$ cat src/logic/decoder_pkg.sv
// Opcode decoder package with word widths, opcode constants and the shared pipe and issue types.
package decoder_pkg;

// ==========================================================================
// Widths and opcode constants
// ==========================================================================
localparam int word_w = 16;                          // Instruction word width.

localparam logic [word_w-1:0] op_nop       = 16'h4E71;
localparam logic [word_w-1:0] op_illegal   = 16'h4AFC;  // Official ILLEGAL pattern.
localparam logic [word_w-1:0] op_rte       = 16'h4E73;
localparam logic [word_w-1:0] op_stop      = 16'h4E72;  // Immediate SR value follows.
localparam logic [word_w-1:0] op_ori_to_sr = 16'h007C;  // Immediate word follows.

// TRAP #n carries the vector number in the low nibble.
localparam logic [word_w-1:0] trap_mask  = 16'hFFF0;
localparam logic [word_w-1:0] trap_match = 16'h4E40;

// MOVE to SR, any source EA.
localparam logic [word_w-1:0] move_to_sr_mask  = 16'hFFC0;
localparam logic [word_w-1:0] move_to_sr_match = 16'h46C0;

localparam logic [7:0] bra_long_disp = 8'hFF;         // 32 bit displacement follows.
localparam logic [7:0] bra_word_disp = 8'h00;         // 16 bit displacement follows.

// ==========================================================================
// Decode results
// ==========================================================================
typedef enum logic [4:0] {
    OP_NOP,
    OP_ILLEGAL,
    OP_TRAP,
    OP_RTE,
    OP_STOP,
    OP_MOVE_TO_SR,
    OP_ORI,
    OP_ANDI,
    OP_SUBI,
    OP_ADDI,
    OP_EORI,
    OP_CMPI,
    OP_ORI_TO_SR,
    OP_BRANCH,
    OP_MOVEQ,
    OP_UNIMPLEMENTED,                                 // Line A and line F.
    OP_OTHER
} op_class_e;

// Words used by an operation are the encoding plus one.
typedef enum logic [1:0] {
    LVL_D = 2'd0,                                     // One word.
    LVL_C = 2'd1,                                     // Two words.
    LVL_B = 2'd2                                      // Three words.
} instr_lvl_e;

typedef enum logic [2:0] {
    T_NONE    = 3'd0,
    T_1010    = 3'd1,
    T_1111    = 3'd2,
    T_ILLEGAL = 3'd3,
    T_TRAP    = 3'd4,
    T_RTE     = 3'd5,                                 // RTE in supervisor mode.
    T_PRIV    = 3'd6                                  // Privilege violation.
} trap_code_e;

// ==========================================================================
// Instruction word views
// ==========================================================================
typedef struct packed {
    logic [3:0] line;
    logic [3:0] sub_op;
    logic [1:0] size;                                 // 10 selects long.
    logic [5:0] ea;
} imm_view_t;

typedef struct packed {
    logic [3:0] line;
    logic [3:0] cond;
    logic [7:0] disp;
} branch_view_t;

typedef union packed {
    imm_view_t    imm_view;
    branch_view_t branch_view;
} biw_word_u;

// Head of the prefetch pipe as seen by the decode stage.
typedef struct packed {
    biw_word_u  word_d;
    biw_word_u  word_c;
    biw_word_u  word_b;
    logic       fault_d;
    logic       fault_c;
    logic       fault_b;
    logic [1:0] count;                                // Valid words, 0 to 3.
} pipe_window_t;

typedef struct packed {
    op_class_e  op;
    instr_lvl_e lvl;
} decode_t;

typedef struct packed {
    op_class_e         op;
    trap_code_e        trap;
    logic [word_w-1:0] biw_0;
    logic [word_w-1:0] biw_1;
    logic [word_w-1:0] biw_2;
    logic              ow_valid;
    logic              fc;
    logic              fb;
} issue_out_t;

endpackage

$ cat src/logic/instr_pipe.sv
// Instruction prefetch pipe, three words deep, with fault bits, read strobe and flush dismissal.
`timescale 1ns/1ps

module instr_pipe import decoder_pkg::*; (
    input  logic              CLK,
    input  logic              rst_n,
    input  logic              opcode_rdy,
    input  logic              opcode_valid,
    input  logic [word_w-1:0] opcode_data,
    input  logic              ipipe_flush,
    input  logic [1:0]        take,         // Words consumed at this edge.
    output logic              opcode_rd,
    output pipe_window_t      window
);

    biw_word_u  word_q [3];                 // Index 0 is stage D, 2 is stage B.
    biw_word_u  word_n [3];
    logic [2:0] fault_q;                    // One bit per stage, same order.
    logic [2:0] fault_n;
    logic [1:0] count_q;
    logic [1:0] count_n;
    logic [1:0] count_rem;                  // Fill level after the take.
    logic       dismissed_q;                // Outstanding read was overlapped by a flush.
    logic       rdy_eff;

    assign rdy_eff   = opcode_rdy && !dismissed_q;  // Ignore the dismissed word.
    assign count_rem = count_q - take;

    // ======================================================================
    // Shift and append
    // ======================================================================
    always_comb begin : pipe_next
        word_n  = word_q;
        fault_n = fault_q >> take;          // Faults shift toward D.
        count_n = count_rem;
        case (take)
            2'd1: begin
                word_n[0] = word_q[1];
                word_n[1] = word_q[2];
            end
            2'd2: word_n[0] = word_q[2];
            default: ;                      // Nothing moves, or all words leave.
        endcase
        // New word lands in the first free stage.
        if (rdy_eff && count_rem != 2'd3) begin
            word_n[count_rem]  = opcode_data;
            fault_n[count_rem] = !opcode_valid;  // Bus fault on this word.
            count_n            = count_rem + 2'd1;
        end
    end

    always_ff @(posedge CLK) begin : pipe_ctrl
        if (!rst_n) begin
            count_q <= 2'd0;
            fault_q <= 3'b000;
        end else if (ipipe_flush) begin
            count_q <= 2'd0;                // Flush wins over take and append.
            fault_q <= 3'b000;
        end else begin
            count_q <= count_n;
            fault_q <= fault_n;
        end
    end

    always_ff @(posedge CLK) begin : pipe_words
        word_q <= word_n;                   // Stale stages are masked by the count.
    end

    // ======================================================================
    // Read strobe
    // ======================================================================
    always_ff @(posedge CLK) begin : read_strobe
        if (!rst_n) begin
            opcode_rd <= 1'b0;
        end else if (opcode_rdy) begin
            opcode_rd <= 1'b0;              // Falls after each ready pulse.
        end else if (count_q != 2'd3) begin
            opcode_rd <= 1'b1;              // Room left, fetch again.
        end
    end

    always_ff @(posedge CLK) begin : read_dismiss
        if (!rst_n) begin
            dismissed_q <= 1'b0;
        end else if (ipipe_flush && opcode_rd && !opcode_rdy) begin
            dismissed_q <= 1'b1;            // Read still in flight.
        end else if (opcode_rdy) begin
            dismissed_q <= 1'b0;            // Its ready pulse has passed.
        end
    end

    assign window.word_d  = word_q[0];
    assign window.word_c  = word_q[1];
    assign window.word_b  = word_q[2];
    assign window.fault_d = fault_q[0];
    assign window.fault_c = fault_q[1];
    assign window.fault_b = fault_q[2];
    assign window.count   = count_q;

endmodule

$ cat src/logic/issue_ctrl.sv
// Issue control, answers operation and extension requests and registers the issued words and flags.
`timescale 1ns/1ps

module issue_ctrl import decoder_pkg::*; (
    input  logic              CLK,
    input  logic              rst_n,
    input  logic              ow_req,
    input  logic              ew_req,
    input  logic              ipipe_flush,
    input  pipe_window_t      window,
    input  decode_t           dec,
    input  trap_code_e        trap,
    output logic [1:0]        take,
    output logic              opd_ack,
    output logic              ew_ack,
    output logic [word_w-1:0] ext_word,
    output issue_out_t        iss
);

    instr_lvl_e        lvl_eff;             // Level after the privilege override.
    logic [1:0]        lvl_words;
    logic              ow_issue;
    logic              ew_issue;
    op_class_e         op_q;
    trap_code_e        trap_q;
    logic [word_w-1:0] biw_q [3];
    logic              ow_valid_q;
    logic              fc_q;
    logic              fb_q;

    // A privileged op only carries its first word.
    assign lvl_eff   = (trap == T_PRIV) ? LVL_D : dec.lvl;
    assign lvl_words = 2'(lvl_eff) + 2'd1;

    // D and C need two words to fix the level, B needs all three.
    assign ow_issue = ow_req && !ipipe_flush &&
                      ((lvl_eff == LVL_B) ? (window.count == 2'd3) : (window.count >= 2'd2));
    assign ew_issue = ew_req && !ipipe_flush && (window.count != 2'd0);

    assign take = ow_issue ? lvl_words : (ew_issue ? 2'd1 : 2'd0);

    // ======================================================================
    // Acknowledges and issued state
    // ======================================================================
    always_ff @(posedge CLK) begin : ack_regs
        if (!rst_n) begin
            opd_ack <= 1'b0;
            ew_ack  <= 1'b0;
        end else begin
            opd_ack <= ow_issue;            // One cycle pulse.
            ew_ack  <= ew_issue;
        end
    end

    always_ff @(posedge CLK) begin : status_regs
        if (!rst_n) begin
            op_q       <= OP_NOP;
            trap_q     <= T_NONE;
            ow_valid_q <= 1'b0;
            fc_q       <= 1'b0;
            fb_q       <= 1'b0;
        end else if (ipipe_flush) begin
            trap_q     <= T_NONE;
            ow_valid_q <= 1'b0;
            fc_q       <= 1'b0;
            fb_q       <= 1'b0;
        end else if (ow_issue) begin
            op_q       <= dec.op;
            trap_q     <= trap;
            // Only the words in use count as faulted.
            ow_valid_q <= !(window.fault_d ||
                            (lvl_eff >= LVL_C && window.fault_c) ||
                            (lvl_eff == LVL_B && window.fault_b));
            fc_q       <= (lvl_eff >= LVL_C) && window.fault_c;
            fb_q       <= (lvl_eff == LVL_B) && window.fault_b;
        end
    end

    always_ff @(posedge CLK) begin : word_regs
        if (ow_issue) begin
            biw_q[0] <= window.word_d;      // All three copied, used or not.
            biw_q[1] <= window.word_c;
            biw_q[2] <= window.word_b;
        end
        if (ew_issue) begin
            ext_word <= window.word_d;
        end
    end

    assign iss = '{op: op_q, trap: trap_q, biw_0: biw_q[0], biw_1: biw_q[1],
                   biw_2: biw_q[2], ow_valid: ow_valid_q, fc: fc_q, fb: fb_q};

endmodule

$ cat src/logic/op_decoder.sv
// Operation decoder, classifies the head pipe word into an operation class and a length level.
`timescale 1ns/1ps

module op_decoder import decoder_pkg::*; (
    input  pipe_window_t window,
    output decode_t      dec
);

    biw_word_u  w;                          // Head word, stage D.
    op_class_e  op_i;
    instr_lvl_e lvl_i;

    assign w = window.word_d;

    // ======================================================================
    // Operation class
    // ======================================================================
    always_comb begin : classify
        op_i = OP_OTHER;
        if (w == op_nop) begin
            op_i = OP_NOP;
        end else if (w == op_illegal) begin
            op_i = OP_ILLEGAL;
        end else if (w == op_rte) begin
            op_i = OP_RTE;
        end else if (w == op_stop) begin
            op_i = OP_STOP;
        end else if ((w & trap_mask) == trap_match) begin
            op_i = OP_TRAP;                 // Any of the sixteen vectors.
        end else if ((w & move_to_sr_mask) == move_to_sr_match) begin
            op_i = OP_MOVE_TO_SR;
        end else if (w == op_ori_to_sr) begin
            op_i = OP_ORI_TO_SR;            // Must precede the line 0 table.
        end else begin
            case (w.imm_view.line)
                4'h0: begin
                    // Immediate group, selected by bits 11 to 8.
                    case (w.imm_view.sub_op)
                        4'h0:    op_i = OP_ORI;
                        4'h2:    op_i = OP_ANDI;
                        4'h4:    op_i = OP_SUBI;
                        4'h6:    op_i = OP_ADDI;
                        4'hA:    op_i = OP_EORI;
                        4'hC:    op_i = OP_CMPI;
                        default: op_i = OP_OTHER;  // Bit ops and MOVEP.
                    endcase
                end
                4'h6:       op_i = OP_BRANCH;   // Bcc, BRA and BSR.
                4'h7:       op_i = OP_MOVEQ;
                4'hA, 4'hF: op_i = OP_UNIMPLEMENTED;
                default:    op_i = OP_OTHER;
            endcase
        end
    end

    // ======================================================================
    // Instruction level
    // ======================================================================
    always_comb begin : level
        case (op_i)
            OP_ORI, OP_ANDI, OP_SUBI, OP_ADDI, OP_EORI, OP_CMPI: begin
                // Long immediate takes two extra words.
                lvl_i = (w.imm_view.size == 2'b10) ? LVL_B : LVL_C;
            end
            OP_ORI_TO_SR, OP_STOP: lvl_i = LVL_C;
            OP_BRANCH: begin
                if (w.branch_view.disp == bra_long_disp) begin
                    lvl_i = LVL_B;
                end else if (w.branch_view.disp == bra_word_disp) begin
                    lvl_i = LVL_C;
                end else begin
                    lvl_i = LVL_D;          // 8 bit displacement in the opcode.
                end
            end
            default: lvl_i = LVL_D;
        endcase
    end

    assign dec.op  = op_i;
    assign dec.lvl = lvl_i;

endmodule

$ cat src/logic/opcode_decoder_top.sv
// Opcode decoder top level, the prefetch pipe and decode stage of a 68030-compatible core.
`timescale 1ns/1ps

module opcode_decoder_top import decoder_pkg::*; (
    input  logic              CLK,
    input  logic              rst_n,
    input  logic              ow_req,       // Operation request, level.
    input  logic              ew_req,       // Extension request, level.
    input  logic              ipipe_flush,
    input  logic              sbit,
    input  logic              opcode_rdy,
    input  logic              opcode_valid,
    input  logic [word_w-1:0] opcode_data,
    output logic              opcode_rd,
    output logic              opd_ack,
    output logic              ew_ack,
    output logic [word_w-1:0] ext_word,
    output issue_out_t        iss
);

    pipe_window_t window;                   // Head of the pipe.
    decode_t      dec;
    trap_code_e   trap;
    logic [1:0]   take;

    instr_pipe instr_pipe_inst (
        .CLK          (CLK),
        .rst_n        (rst_n),
        .opcode_rdy   (opcode_rdy),
        .opcode_valid (opcode_valid),
        .opcode_data  (opcode_data),
        .ipipe_flush  (ipipe_flush),
        .take         (take),
        .opcode_rd    (opcode_rd),
        .window       (window)
    );

    op_decoder op_decoder_inst (
        .window (window),
        .dec    (dec)
    );

    trap_check trap_check_inst (
        .window (window),
        .dec    (dec),
        .sbit   (sbit),
        .trap   (trap)
    );

    issue_ctrl issue_ctrl_inst (
        .CLK         (CLK),
        .rst_n       (rst_n),
        .ow_req      (ow_req),
        .ew_req      (ew_req),
        .ipipe_flush (ipipe_flush),
        .window      (window),
        .dec         (dec),
        .trap        (trap),
        .take        (take),
        .opd_ack     (opd_ack),
        .ew_ack      (ew_ack),
        .ext_word    (ext_word),
        .iss         (iss)
    );

endmodule

$ cat src/logic/trap_check.sv
// Trap check, derives the trap code from the head word, its class and the supervisor bit.
`timescale 1ns/1ps

module trap_check import decoder_pkg::*; (
    input  pipe_window_t window,
    input  decode_t      dec,
    input  logic         sbit,              // Supervisor mode.
    output trap_code_e   trap
);

    logic [3:0] line;

    assign line = window.word_d.imm_view.line;

    always_comb begin : trap_sel
        case (dec.op)
            OP_UNIMPLEMENTED: begin
                trap = (line == 4'hA) ? T_1010 : T_1111;  // Emulator lines.
            end
            OP_ILLEGAL: trap = T_ILLEGAL;
            OP_TRAP:    trap = T_TRAP;
            // RTE is taken as a trap in supervisor mode.
            OP_RTE:     trap = sbit ? T_RTE : T_PRIV;
            OP_STOP, OP_MOVE_TO_SR, OP_ORI_TO_SR: begin
                trap = sbit ? T_NONE : T_PRIV;    // Supervisor only.
            end
            default:    trap = T_NONE;
        endcase
    end

endmodule

$ cat config.mk
export PLATFORM = sky130hd
export DESIGN_NAME = opcode_decoder_top
export DESIGN_NICKNAME = d
export VERILOG_FILES = /design/src/logic/decoder_pkg.sv /design/src/logic/instr_pipe.sv /design/src/logic/issue_ctrl.sv /design/src/logic/op_decoder.sv /design/src/logic/opcode_decoder_top.sv /design/src/logic/trap_check.sv
export SDC_FILE = /design/constraint.sdc
export NUM_CORES = 1
export LEC_CHECK = 0
export ABC_AREA = 1
export BUFFER_PORTS_ARGS = -buffer_cell sky130_fd_sc_hd__buf_4
export CAP_MARGIN = 20
export CORE_ASPECT_RATIO = 0.6
export CORE_MARGIN = 2
export CORE_UTILIZATION = 28
export DETAILED_ROUTE_END_ITERATION = 10
export SKIP_CTS_REPAIR_TIMING = 1
export SLEW_MARGIN = 20
export SYNTH_ARGS = -nofsm -noshare
export SYNTH_HDL_FRONTEND = slang
export SYNTH_SLANG_ARGS = --single-unit
$ cat constraint.sdc
create_clock -name CLK -period 4.68 [get_ports CLK]
set_clock_uncertainty 0.15 [all_clocks]
set_input_delay 0.234 -clock CLK [delete_from_list [all_inputs] [get_ports CLK]]
set_output_delay 0.234 -clock CLK [all_outputs]
set_load 0.02 [all_outputs]
* Yosys cells after proc, flatten, opt, wreduce, memory -nomap -nowiden
Memory sizes are Yosys's and may differ from the RTL's.
Index checks and enable logic that the tools add are counted.
** Storage, ports and cells
- Register bits :: 84
- Latch bits :: 0
- Memory bits (writable) :: 48
- Memory bits (read-only) :: 0
- Input bits :: 24
- Output and inout port bits :: 78
- Word-level logic and storage cells :: 135
- Memories kept :: 1
** Memory list
- issue_ctrl_inst.biw_q :: depth 3, width 16, read ports 3, clocked after memory_dff 0, wr ports 3, line issue_ctrl.sv:26 : logic [word_w-1:0] biw_q [3];
** Operators by class
- Add/sub/neg operators :: 3
- Multiply operators :: 0
- Div/mod/pow operators :: 0
- Magnitude comparators :: 6
- Eq/ne operators :: 39
- Shift-type cells :: 1
- Muxes and demuxes :: 36
- Bitwise logic cells :: 3
- Reductions and logical operators :: 31
** Operators with widths (count)
- 16-bit by 15-bit equality test with 1-bit output, second input constant :: 4
- 48-bit bitwise mux :: 1
- 48-bit 2-to-1 mux :: 1
- 5-bit by 4-bit equality test with 1-bit output, second input constant :: 7
- 5-bit 2-to-1 mux :: 7
- 16-bit demux with 2-bit select :: 1
- 16-bit 2-to-1 mux :: 2
- 16-bit one-hot mux with 2 select lines :: 1
- 5-bit one-hot mux with 6 select lines :: 1
- 5-bit by 3-bit equality test with 1-bit output, second input constant :: 4
- 5-bit one-hot mux with 4 select lines :: 1
- 16-bit by 7-bit equality test with 1-bit output, second input constant :: 1
- 4-bit by 3-bit equality test with 1-bit output, second input constant :: 4
- 4-bit equality test, second input constant :: 4
- 3-bit one-hot mux with 5 select lines :: 1
- 2-bit 2-to-1 mux :: 7
- 12-bit by 11-bit equality test with 1-bit output, second input constant :: 1
- 1-bit logical AND :: 12
- 10-bit by 9-bit equality test with 1-bit output, second input constant :: 1
- 5-bit by 2-bit equality test with 1-bit output, second input constant :: 2
- 2-bit equality test, second input constant :: 4
- 8-bit equality test, second input constant :: 1
- 4-bit logical NOT :: 2
- 8-bit logical NOT :: 1
- 27 further kinds :: 48

* Logic depth before layout (Yosys ltp)
Gate-level depths: netlist of run 1.
- Word-level depth :: 27
- Depth in mapped cells :: 31
- Mapped depth without buffers :: 29

* By module
From an unflattened synthesis of run 1, not the netlist that was laid out.
** Unflattened totals
- Cell total of the unflattened synthesis :: 656
- Area total of the unflattened synthesis :: 6017.0 um2
** By module, submodules not included
- issue_ctrl :: instances 1, cells each 177, area an instance 2706.3 um2, sequential area each 2182.1 um2
- instr_pipe :: instances 1, cells each 327, area an instance 2626.3 um2, sequential area each 1261.2 um2
- op_decoder :: instances 1, cells each 123, area an instance 555.5 um2, sequential area each 0.0 um2
- trap_check :: instances 1, cells each 29, area an instance 128.9 um2, sequential area each 0.0 um2

* Worst setup path before layout of run 1
OpenSTA, ideal clock, no wires.
- Path kind :: register -> register
- From :: register instr_pipe_inst.word_q, in the netlist instr_pipe_inst.window[46]
- To :: register issue_ctrl_inst.trap_q[1]
- Setup time :: 0.071 ns
- Arrival time :: 4.023 ns
- Required time :: 4.459 ns
- Path slack :: 0.436 ns
- Stages on the path, launching flop included :: 20
- Buffers on the path :: 2
- Clock period less this slack :: 4.244 ns
- Path through :: dfxtp_1 -> inv_2 -> nor2_1 -> nand2_1 -> nor2_8 -> nand2_2 -> nand3_2 -> nor2_2 -> nor2_2 -> nand3_1 -> nand2_2 -> nand2_4 -> ha_1 -> nand2_1 -> nand4_1 -> buf_2 -> inv_1 -> clkbuf_1 -> o21ai_0 -> a21oi_1
** On the way
- Word-level cells in the longest chain between the ends :: 18
- Elaborated cells on any way between the ends :: 46
- Classes of those cells :: eq/ne: 28; mux: 13; reduce/logical: 5
** Ends and longest elaborated chain
- start: declaration :: line instr_pipe.sv:16 : biw_word_u word_q [3];
- start signal: assignment :: line instr_pipe.sv:66 : word_q <= word_n;
- 4-bit equality test (tied with other cells) :: line op_decoder.sv:38 : case (w.imm_view.sub_op)
- 5-bit one-hot mux with 6 select lines :: line op_decoder.sv:38
- 5-bit one-hot mux with 4 select lines :: line op_decoder.sv:35 : case (w.imm_view.line)
- 5-bit 2-to-1 mux :: line op_decoder.sv:32 : end else if (w == op_ori_to_sr) begin
- 5-bit 2-to-1 mux :: line op_decoder.sv:30 : end else if ((w & move_to_sr_mask) == move_to_sr_match) begin
- 5-bit 2-to-1 mux :: line op_decoder.sv:28 : end else if ((w & trap_mask) == trap_match) begin
- 5-bit 2-to-1 mux :: line op_decoder.sv:26 : end else if (w == op_stop) begin
- 5-bit 2-to-1 mux :: line op_decoder.sv:24 : end else if (w == op_rte) begin
- (+3 left out)
- 3-bit OR reduction :: line trap_check.sv:16 : case (dec.op)
- 3-bit one-hot mux with 5 select lines :: line trap_check.sv:16
- 3-bit equality test :: line issue_ctrl.sv:32 : assign lvl_eff = (trap == T_PRIV) ? LVL_D : dec.lvl;
- 2-bit 2-to-1 mux * :: line issue_ctrl.sv:32
- 2-bit equality test * :: line issue_ctrl.sv:37 : ((lvl_eff == LVL_B) ? (window.count == 2'd3) : (window.count >= 2'd2));
- 1-bit 2-to-1 mux * :: line issue_ctrl.sv:37
- 1-bit logical AND * :: line issue_ctrl.sv:36 : assign ow_issue = ow_req && !ipipe_flush &&
- net issue_ctrl_inst.ow_issue :: line issue_ctrl.sv:22 : logic ow_issue;
- end signal: assignment :: line issue_ctrl.sv:69 : trap_q <= trap;
- end: declaration :: line issue_ctrl.sv:25 : trap_code_e trap_q;
Mark *: on every way through the listed nets, which the timed path passes. The rest lies on a longest branch.
A chain may end at the register's enable or synchronous reset.

==> impl_metrics.py, run 1 <==
metrics = {
    "status": {
        "run_status": "finished with violations",
        "violated_checks": "negative hold slack",
    },
    "global_routing": {
        "maximum_number_of_pins_on_one_net_before_global_route_repair": 62,
        "gr-total-overflow": 0,
        "global_route_wire_length_before_repair_um": 22100,
        "groute.usage.overall_pct": 14.05,
        "initial_antenna_violation_count": 0,
        "grt_pass1_vias": 4001,
    },
    "synthesis": {
        "yosys_register_bits": 132,
        "synthAdderAreaFrac_pct": 1.597,
        "synth_warnings": 0,
        "synth_xor_xnor_area_share_pct": 0,
        "seq_area_frac_synth_pct": 62.80,
        "synthDistinctLibCells": 30,
        "area_of_the_mapped_netlist_um2": 5483,
        "postSynthNetCount": 594,
        "syn_avg_cell_area_um2": 9.738,
        "complex_gate_fraction_of_the_synthesized_area_pct": 9.653,
        "dominant_combinational_cell_family_by_area_after_synthesis": "simple AND/OR/NAND/NOR gates",
        "synthMuxAreaShare_pct": 0,
        "syn_inst": 563,
        "synth-simple-area-share_pct": 20.06,
    },
    "clocking": {
        "cts_made_buffers": 17,
        "clock-root-buffer": "sky130_fd_sc_hd__clkbuf_16",
        "clk_path_buf_depth": 2,
        "cts.clk_slew.worst_paths_ps": 60,
        "ctsHtreeMaxLevel": 4,
        "worst_skew_pair.late_latency_ps": 410,
        "numClockSinks": 132,
        "tritoncts": "done",
    },
    "timing": {
        "timing.final.crit_share_pct": 90.79,
        "drv_slew": 0,
        "fin_setup_tns_ps": 0,
        "setup_repair_after_global_routing_missed_its_margin": "no",
        "post-route-min-period_ps": 4249,
        "report.final.setup_viol": 0,
        "worst-slew-pin-transition_ps": 818.3,
        "timing.final.hold_violations": 1,
        "fin_worst_hold_slack_ps": -51.18,
        "max-slew-margin-rel_pct": 45.45,
        "max_freq_mhz": 235.3,
    },
    "place": {
        "routabilityCongestion": 0.8670,
        "placed_cells_incl_taps": 918,
        "placement.cell_area_um2": 6549,
        "hpwlAfterDp_um": 9994,
        "buffer_ports.inserted": 101,
    },
    "pwr": {
        "p_sw_share_pct": 29.85,
        "switchingPower_mw": 1.011,
        "power-per-cell-area_nw_per_um2": 462.3,
        "power_report.internal_total_mw": 2.376,
        "clock_power_share_pct": 36.6,
        "combinationalPowerShare_pct": 16.5,
        "sequentialPowerShare_pct": 46.9,
        "leakage_power_nw": 3.072,
        "ir_worst_vdd_mv": 0.2832,
    },
    "hold_path": {
        "hold_class": "primary input to flop",
        "worstHoldEndpoint": "instr_pipe_inst.opcode_rd",
        "worstHoldStart": "opcode_rdy",
        "timing.hold.worst_path_depth": 4,
    },
    "final_layout": {
        "layoutNonFillerInstCount": 973,
        "layout_commonest_cell": "sky130_fd_sc_hd__nand2_1",
        "syn_to_final_growth_pct": 33.66,
        "layout-drive-gt1-share_pct": 25.18,
        "stdcell_area_um2": 7328,
        "antenna_cells": 0,
        "layout.cells.most_common_list": "139 x sky130_fd_sc_hd__nand2_1, 111 x sky130_fd_sc_hd__buf_4, 80 x sky130_fd_sc_hd__edfxtp_1, 58 x sky130_fd_sc_hd__nor2_1, 52 x sky130_fd_sc_hd__dfxtp_1",
        "nNetsFinal": 725,
    },
    "detailed_routing": {
        "dr_total_vias": 4292,
        "drc": 0,
        "routedWlPerCell_um": 14.73,
        "drt-pass1-iter-count": 6,
        "antenna_violating_nets_post_route": 0,
        "drt-vias-per-instance": 4.411,
        "wirelength_um": 14330,
        "dr.first_iter.drc_count": 345,
    },
    "critical_path": {
        "maximum_single_stage_delay_on_the_critical_path_ps": 460,
        "cp.arrival_ps": 4180,
        "r2r.worst_path.cells": 27,
        "startpoint_of_the_lowest_slack_register_to_register_path": "instr_pipe_inst.window[46]",
        "timing.critical_path.max_delay_family": "simple AND/OR/NAND/NOR gates",
        "worst_path_most_repeated_cell": "sky130_fd_sc_hd__nand2_1",
        "cp-start-kind": "flop",
        "crit_path_class": "flop to flop",
        "reg2reg_setup_slack_ps": 430,
        "maximum_fanout_along_the_worst_path": 17,
        "critPathSlowestCell": "sky130_fd_sc_hd__dfxtp_1",
        "cp_capture_type": "flop",
        "timing.critical_path.buf_inv": 6,
        "worst_ep_required_time_ps": 4610,
    },
    "floorplanning": {
        "die-width_um": 184.7,
        "dieArea_um2": 20750,
        "floorplan.core_area_um2": 19130,
        "io_pins": 102,
        "placementRows": 39,
        "floorplan.initialDensity_pct": 28.66,
        "chipHeight_um": 112.4,
    },
    "job": {
        "drv_cap": 0,
    },
}
worst reg2reg max path, stage by stage (launching register included):
cell                      delay [ps]
sky130_fd_sc_hd__dfxtp_1         460
sky130_fd_sc_hd__inv_2            50
sky130_fd_sc_hd__nor2_1          240
sky130_fd_sc_hd__nand2_1         230
sky130_fd_sc_hd__nor2_8          180
sky130_fd_sc_hd__nand2_2         110
sky130_fd_sc_hd__nand3_2         100
sky130_fd_sc_hd__nor2_2           50
sky130_fd_sc_hd__nor2_2          100
sky130_fd_sc_hd__nand3_1         100
sky130_fd_sc_hd__nand2_2         110
sky130_fd_sc_hd__nand2_4          70
sky130_fd_sc_hd__ha_1            230
sky130_fd_sc_hd__nand2_1         100
sky130_fd_sc_hd__nand4_1         160
sky130_fd_sc_hd__buf_4           210
sky130_fd_sc_hd__inv_2            70
sky130_fd_sc_hd__nand2_4          70
sky130_fd_sc_hd__nand2_2         120
sky130_fd_sc_hd__ha_1            180
sky130_fd_sc_hd__or2_1           100
sky130_fd_sc_hd__nand2_1         100
sky130_fd_sc_hd__nand2_1          80
sky130_fd_sc_hd__nand2_1          80
sky130_fd_sc_hd__inv_2            90
sky130_fd_sc_hd__nand2_1          70
sky130_fd_sc_hd__inv_1            60
sky130_fd_sc_hd__buf_4           260
kinds of logic after synthesis:
kind of cell,Yosys count
adders and majority gates,7
and+or+nand+nor,246
buffers and inverters,80
DFF,132
AOI/OAI and AO/OA,98
layout make-up:
type | instances | area, um2
flip-flops and latches | 132 | 3443
well taps | 266 | 332.8
repair buffers | 132 | 1054
multi-input cells | 351 | 1717
inverters | 60 | 227.7
clock buffers | 20 | 446.7
fillers | 1943 | 11800
clock inverters | 12 | 107.6
power groups by stage:
stage	Sequential, mW	Clock (mW)	Combinational (mW)
5_1_grt	1.61	1.32	0.630
3_5_place_dp	1.61	0	0.534
3_3_place_gp	1.61	0	0.531
2_1_floorplan	1.56	0	0.374
6_report	1.59	1.24	0.558
4_1_cts	1.59	1.27	0.539
stage by stage:
stage	setup WS, ps	utilization, %	total power, mW
after floorplan	436.3	-	1.932
after global placement	416.6	34.24	2.140
after detailed placement	215.1	34.24	2.145
after CTS	180.4	37.13	3.399
after global routing	114.6	38.31	3.561
final	430.9	38.31	3.388
routing by layer:
metal / track usage [%] / share of wire [%] / vias to the layer above
met4: 3.545 / 0.76 / 0
li1: - / - / 2155
met2: 18.95 / 39 / 174
met3: 3.634 / 8.5 / 10
met1: 21.97 / 52 / 1953
met5: 0 / 0 / -
synth_stat cells, drive strengths merged:
cell type	instances	share of area [%]
clkbuf	10	0.68
o21ai	61	5.6
nor2	67	5.4
ha	7	1.6
o211ai	3	0.41
o21bai	2	0.27
edfxtp	80	44
or2	1	0.11
nand3b	3	0.64
dfxtp	52	19
buf	10	1.1
nand4	10	1.1
nand3	14	1.6
nor3	3	0.27
nand2	147	11
and3	1	0.11
a21oi	14	1.3
a31oi	18	2.1
inv	60	4.1
how the worst max path moves through the flow:
stage	from	to	slack [ps]	depth (start not counted)
after global routing	instr_pipe_inst.window[46]	instr_pipe_inst.fault_q[1]	110	28
after detailed placement	instr_pipe_inst.window[46]	instr_pipe_inst.fault_q[1]	220	25
after global placement	instr_pipe_inst.window[46]	instr_pipe_inst.fault_q[1]	420	25
after CTS	instr_pipe_inst.window[46]	instr_pipe_inst.fault_q[1]	180	25
final	instr_pipe_inst.window[46]	flop	430	27
after floorplan	instr_pipe_inst.window[46]	issue_ctrl_inst.trap_q[1]	440	19
No activity file was read; power rests on OpenSTA's default activity.
==> run 2, diff against run 1 <==
==> constraint.sdc (replaced) <==
create_clock -name CLK -period 3.6 [get_ports CLK]
set_clock_uncertainty 0.15 [all_clocks]
set_input_delay 0.18 -clock CLK [delete_from_list [all_inputs] [get_ports CLK]]
set_output_delay 0.18 -clock CLK [all_outputs]
set_load 0.02 [all_outputs]
==> run 2 against run 1 <==
Against the previous run: the run now ends clean; maximum frequency rose by 19%; combinational power rose by 95%; sequential power rose by 28%; global-route usage rose by 0.42 points; final cell count rose by 5.0%.
==> impl_metrics.py, run 2 (synthesis results as in run 1) <==
metrics = {
    "clocking": {
        "clk_path_buf_depth": 2,
        "tritoncts": "done",
        "numClockSinks": 132,
        "cts.clk_slew.worst_paths_ps": 60,
        "ctsHtreeMaxLevel": 4,
        "clock-root-buffer": "sky130_fd_sc_hd__clkbuf_16",
        "cts_made_buffers": 17,
        "worst_skew_pair.late_latency_ps": 410,
    },
    "final_layout": {
        "antenna_cells": 0,
        "layout_commonest_cell": "sky130_fd_sc_hd__buf_4",
        "layout.area.seq_um2": 3470,
        "filler_cell_count": 1829,
        "nNetsFinal": 774,
        "layoutNonFillerInstCount": 1022,
        "layout.cells.most_common_list": "141 x sky130_fd_sc_hd__buf_4, 125 x sky130_fd_sc_hd__nand2_1, 80 x sky130_fd_sc_hd__edfxtp_1, 45 x sky130_fd_sc_hd__nor2_1, 43 x sky130_fd_sc_hd__inv_1",
        "syn_to_final_growth_pct": 50.55,
        "layout-drive-gt1-share_pct": 36.64,
        "multi_input_area_um2": 1984,
    },
    "detailed_routing": {
        "dr.first_iter.drc_count": 396,
        "wirelength_um": 16260,
        "drt-pass1-iter-count": 5,
        "routedWlPerCell_um": 15.91,
        "drc": 0,
        "dr_total_vias": 4631,
        "antenna_violating_nets_post_route": 0,
        "drt-vias-per-instance": 4.531,
    },
    "timing": {
        "setup_repair_after_global_routing_missed_its_margin": "yes",
        "worst-slew-pin-transition_ps": 790.9,
        "report.final.setup_viol": 0,
        "max-slew-margin-rel_pct": 47.27,
        "fin_worst_hold_slack_ps": 38.61,
        "max_freq_mhz": 279.1,
        "post-route-min-period_ps": 3584,
        "timing.final.crit_share_pct": 99.54,
        "timing.final.hold_violations": 0,
        "drv_slew": 0,
        "fin_setup_tns_ps": 0,
    },
    "pwr": {
        "switchingPower_mw": 1.427,
        "combinationalPowerShare_pct": 22.2,
        "power_report.internal_total_mw": 3.489,
        "ir_worst_vdd_mv": 0.3883,
        "clock_power_share_pct": 36.3,
        "sequentialPowerShare_pct": 41.5,
        "power-per-cell-area_nw_per_um2": 595.6,
        "design_power_mw": 4.916,
        "leakage_power_nw": 3.428,
        "p_sw_share_pct": 29.02,
    },
    "critical_path": {
        "critPathSlowestCell": "sky130_fd_sc_hd__dfxtp_1",
        "cp-start-kind": "flop",
        "worst_ep_required_time_ps": 3790,
        "cp_capture_type": "flop",
        "maximum_fanout_along_the_worst_path": 5,
        "cp.arrival_ps": 3770,
        "crit_path_class": "flop to flop",
        "maximum_single_stage_delay_on_the_critical_path_ps": 380,
        "worst_path_most_repeated_cell": "sky130_fd_sc_hd__nand2_2",
    },
    "floorplanning": {
        "floorplan.core_area_um2": 19130,
        "die-width_um": 184.7,
        "io_pins": 102,
        "floorplan.initialDensity_pct": 28.66,
        "chipHeight_um": 112.4,
        "placementRows": 39,
        "dieArea_um2": 20750,
    },
    "place": {
        "routabilityCongestion": 0.8663,
        "hpwlAfterDp_um": 10420,
        "placed_cells_incl_taps": 948,
        "buffer_ports.inserted": 101,
    },
    "global_routing": {
        "groute.usage.overall_pct": 14.47,
        "initial_antenna_violation_count": 0,
        "global_route_wire_length_before_repair_um": 22630,
        "maximum_number_of_pins_on_one_net_before_global_route_repair": 62,
        "gr-total-overflow": 0,
        "grt_pass1_vias": 4194,
    },
    "status": {
        "run_status": "finished, final reports clean",
    },
    "job": {
        "drv_cap": 0,
    },
    "hold_path": {
        "hold_class": "primary input to flop",
    },
}
==> run 2: per-layer routing <==
metal,wire length [um],track usage [%],part of all wire [%],vias up
met2,6515,20.00,40,168
met5,0,0,0,-
met1,8300,21.55,51,2192
met3,1245,4.445,7.7,20
li1,-,-,-,2251
met4,192,4.286,1.2,0
==> run 2: final cells by class <==
type | instances | area share (%)
Inverter | 60 | 2.850
Tap cell | 266 | 4.032
Clock inverter | 8 | 1.531
Clock buffer | 24 | 5.836
Multi-Input combinational cell | 351 | 24.04
Timing Repair Buffer | 181 | 19.68
Sequential cell | 132 | 42.03
==> run 2: power groups by stage <==
| stage | Sequential, mW | Clock [mW] | Combinational [mW] |
|---|---|---|---|
| 6_report | 2.04 | 1.78 | 1.09 |
| 5_1_grt | 2.07 | 1.87 | 1.20 |
| 3_5_place_dp | 2.05 | 0 | 0.841 |
| 4_1_cts | 2.02 | 1.81 | 0.851 |
| 3_3_place_gp | 2.05 | 0 | 0.833 |
| 2_1_floorplan | 2.03 | 0 | 0.492 |
==> run 2: final timing paths <==
check / from / to / slack (ps) / cells past startpoint
max: instr_pipe_inst.window[41] / instr_pipe_inst.window[40] / 20 / 25
min: sbit / issue_ctrl_inst.trap_q[2] / 40 / 4
max reg2reg: instr_pipe_inst.window[41] / instr_pipe_inst.window[40] / 20 / 25
min reg2reg: flop / issue_ctrl_inst.biw_q[0][43] / 290 / 0
==> run 2: worst max-delay path, delay by kind of cell (launching register included) <==
family	cells	cell delay (ps)
compound gates	2	180
fa+ha+maj	2	310
buf+inv	2	290
flops	1	380
simple gates	19	2160
==> run 2: metrics by stage <==
step / cell area (um2) / util, % / worst slack (ps)
3_5_place_dp: 6840 / 35.76 / -86.75
5_1_grt: 8254 / 43.15 / -191.8
2_1_floorplan: 5507 / - / 37.62
6_report: 8254 / 43.15 / 16.42
3_3_place_gp: 6840 / 35.76 / -15.12
4_1_cts: 7448 / 38.94 / -134.0
==> run 3, diff against run 2 <==
--- a/config.mk
+++ b/config.mk
@@ -10,8 +10,9 @@
 export CAP_MARGIN = 20
 export CORE_ASPECT_RATIO = 0.6
 export CORE_MARGIN = 2
-export CORE_UTILIZATION = 28
+export CORE_UTILIZATION = 50
 export DETAILED_ROUTE_END_ITERATION = 10
+export PLACE_DENSITY = 0.76
 export SKIP_CTS_REPAIR_TIMING = 1
 export SLEW_MARGIN = 20
 export SYNTH_ARGS = -nofsm -noshare
==> run 3 against run 2 <==
Against the previous run: the flow now finishes with violations (negative setup slack); sequential power about the same; non-clock buffer count up 3; die area down 43%; total power up 1.2%; via count up 4.1%; sequential cell count unchanged; maximum frequency down 4.2%; first-iteration DRC count up 0.25%; worst hold slack worse by 13 ps; largest cell class unchanged.
==> impl_metrics.py, run 3 (synthesis results as in run 1) <==
metrics = {
    "timing": {
        "fin_setup_tns_ps": -3046,
        "timing.final.crit_share_pct": 103.9,
        "max_freq_mhz": 267.4,
        "post-route-min-period_ps": 3740,
        "timing.final.hold_violations": 0,
        "worst-slew-pin-transition_ps": 757.0,
        "max-slew-margin-rel_pct": 49.53,
        "drv_slew": 0,
        "setup_repair_after_global_routing_missed_its_margin": "yes",
        "report.final.setup_viol": 44,
        "timing.final.ws_setup_ps": -139.8,
    },
    "detailed_routing": {
        "drt-vias-per-instance": 5.366,
        "dr_total_vias": 4819,
        "antenna_violating_nets_post_route": 0,
        "dr.first_iter.drc_count": 397,
        "wirelength_um": 15410,
        "routedWlPerCell_um": 17.16,
        "drt-pass1-iter-count": 5,
        "drc": 0,
    },
    "final_layout": {
        "layout-drive-gt1-share_pct": 38.34,
        "layout.cells.most_common_list": "151 x sky130_fd_sc_hd__buf_4, 128 x sky130_fd_sc_hd__nand2_1, 80 x sky130_fd_sc_hd__edfxtp_1, 43 x sky130_fd_sc_hd__o21ai_0, 41 x sky130_fd_sc_hd__inv_1",
        "layout_commonest_cell": "sky130_fd_sc_hd__buf_4",
        "multi_input_area_um2": 1931,
        "layout.area.seq_um2": 3465,
        "layoutNonFillerInstCount": 898,
        "syn_to_final_growth_pct": 46.65,
        "antenna_cells": 0,
        "filler_cell_count": 662,
        "nNetsFinal": 777,
    },
    "clocking": {
        "ctsHtreeMaxLevel": 4,
        "cts_made_buffers": 17,
        "worst_skew_pair.late_latency_ps": 420,
        "cts.clk_slew.worst_paths_ps": 60,
        "numClockSinks": 132,
        "tritoncts": "done",
        "clock-root-buffer": "sky130_fd_sc_hd__clkbuf_16",
        "clk_path_buf_depth": 2,
    },
    "critical_path": {
        "timing.critical_path.max_delay_family": "simple AND/OR/NAND/NOR gates",
        "worst_ep_required_time_ps": 3630,
        "r2r.worst_path.cells": 24,
        "worst_path_most_repeated_cell": "sky130_fd_sc_hd__nand2_2",
        "timing.critical_path.buf_inv": 4,
        "cp_capture_type": "flop",
        "startpoint_of_the_lowest_slack_register_to_register_path": "instr_pipe_inst.window[44]",
        "cp.arrival_ps": 3770,
        "maximum_fanout_along_the_worst_path": 8,
        "maximum_single_stage_delay_on_the_critical_path_ps": 340,
        "crit_path_cell_trace": "inv_2 -> nand4_1 -> nor2_2 -> nand3b_4 -> nand2_2 -> o21ai_1 -> nand2_1 -> nand2_1 -> nand2_2 -> nand2_4 -> ha_4 -> nand2_2 -> nand4_1 -> nand2_2 -> nand2_4 -> ha_4 -> or2_1 -> nand2_2 -> nand2_1 -> nand2_2 -> inv_4 -> nand2_4 -> clkinvlp_4 -> clkbuf_16",
        "cp-start-kind": "flop",
        "worstSetupStartpoint": "instr_pipe_inst.window[44]",
        "crit_path_class": "flop to flop",
        "critPathSlowestCell": "sky130_fd_sc_hd__dfxtp_2",
        "reg2reg_setup_slack_ps": -140,
    },
    "floorplanning": {
        "placementRows": 29,
        "io_pins": 102,
        "floorplan.initialDensity_pct": 51.57,
        "floorplan.core_area_um2": 10630,
        "dieArea_um2": 11850,
        "die-width_um": 139.2,
        "chipHeight_um": 85.12,
    },
    "place": {
        "hpwlAfterDp_um": 9360,
        "placed_cells_incl_taps": 824,
        "preCtsSetupSlack_ps": -269.7,
        "routabilityCongestion": 0.8620,
        "buffer_ports.inserted": 101,
    },
    "global_routing": {
        "gr-total-overflow": 0,
        "grt_pass1_vias": 4422,
        "global_route_wire_length_before_repair_um": 21700,
        "initial_antenna_violation_count": 0,
        "groute.usage.overall_pct": 23.48,
        "maximum_number_of_pins_on_one_net_before_global_route_repair": 62,
    },
    "job": {
        "drv_cap": 0,
    },
    "pwr": {
        "ir_worst_vdd_mv": 0.3931,
        "design_power_mw": 4.974,
        "power-per-cell-area_nw_per_um2": 618.7,
        "leakage_power_nw": 3.456,
    },
    "hold_path": {
        "worstHoldStart": "sbit",
        "hold_class": "primary input to flop",
        "worstHoldEndpoint": "issue_ctrl_inst.trap_q[2]",
        "timing.hold.worst_path_depth": 4,
    },
    "status": {
        "violated_checks": "negative setup slack",
        "run_status": "finished with violations",
    },
}
## run 3: worst min-delay path: stages
cell,delay [ps]
sky130_fd_sc_hd__buf_4,80
sky130_fd_sc_hd__o21ai_0,110
sky130_fd_sc_hd__o21bai_1,140
sky130_fd_sc_hd__inv_1,40
## run 3: how the worst max path moves through the flow
stage,to,cells after the start
after detailed placement,instr_pipe_inst.fault_q[1],26
after CTS,instr_pipe_inst.fault_q[1],25
after global placement,instr_pipe_inst.fault_q[1],25
after floorplan,instr_pipe_inst.fault_q[2],29
after global routing,flop,24
final,flop,24
## run 3: power breakdown
part	leakage [nW]	internal (mW)	switching, mW	total (mW)
clock network	0.304	1.18	0.665	1.85
logic	2.00	0.474	0.611	1.09
registers	1.15	1.86	0.181	2.04
total	3.46	3.52	1.46	4.97
## run 3: cell type report
type,count,share of cell area (%)
Sequential cell,132,43.09
Multi-Input combinational cell,351,24.01
Timing Repair Buffer,184,19.62
Clock buffer,18,5.462
Inverter,60,3.159
Clock inverter,14,2.490
Tap cell,139,2.163
## run 3: layer usage
metal	vias up	routed length, um	global-route usage [%]
met1	2302	6503	31.69
li1	2253	-	-
met5	-	0	0
met2	236	7357	37.93
met4	0	259	8.724
met3	28	1292	5.135
## run 3: stage by stage
step | hold WS (ps) | cell area [um2] | util [%]
2_1_floorplan | 128.9 | 5507 | -
3_3_place_gp | 232.6 | 6691 | 62.94
3_5_place_dp | 231.4 | 6691 | 62.94
4_1_cts | -197.1 | 7331 | 68.95
5_1_grt | 70.33 | 8040 | 75.63
6_report | 25.84 | 8040 | 75.63
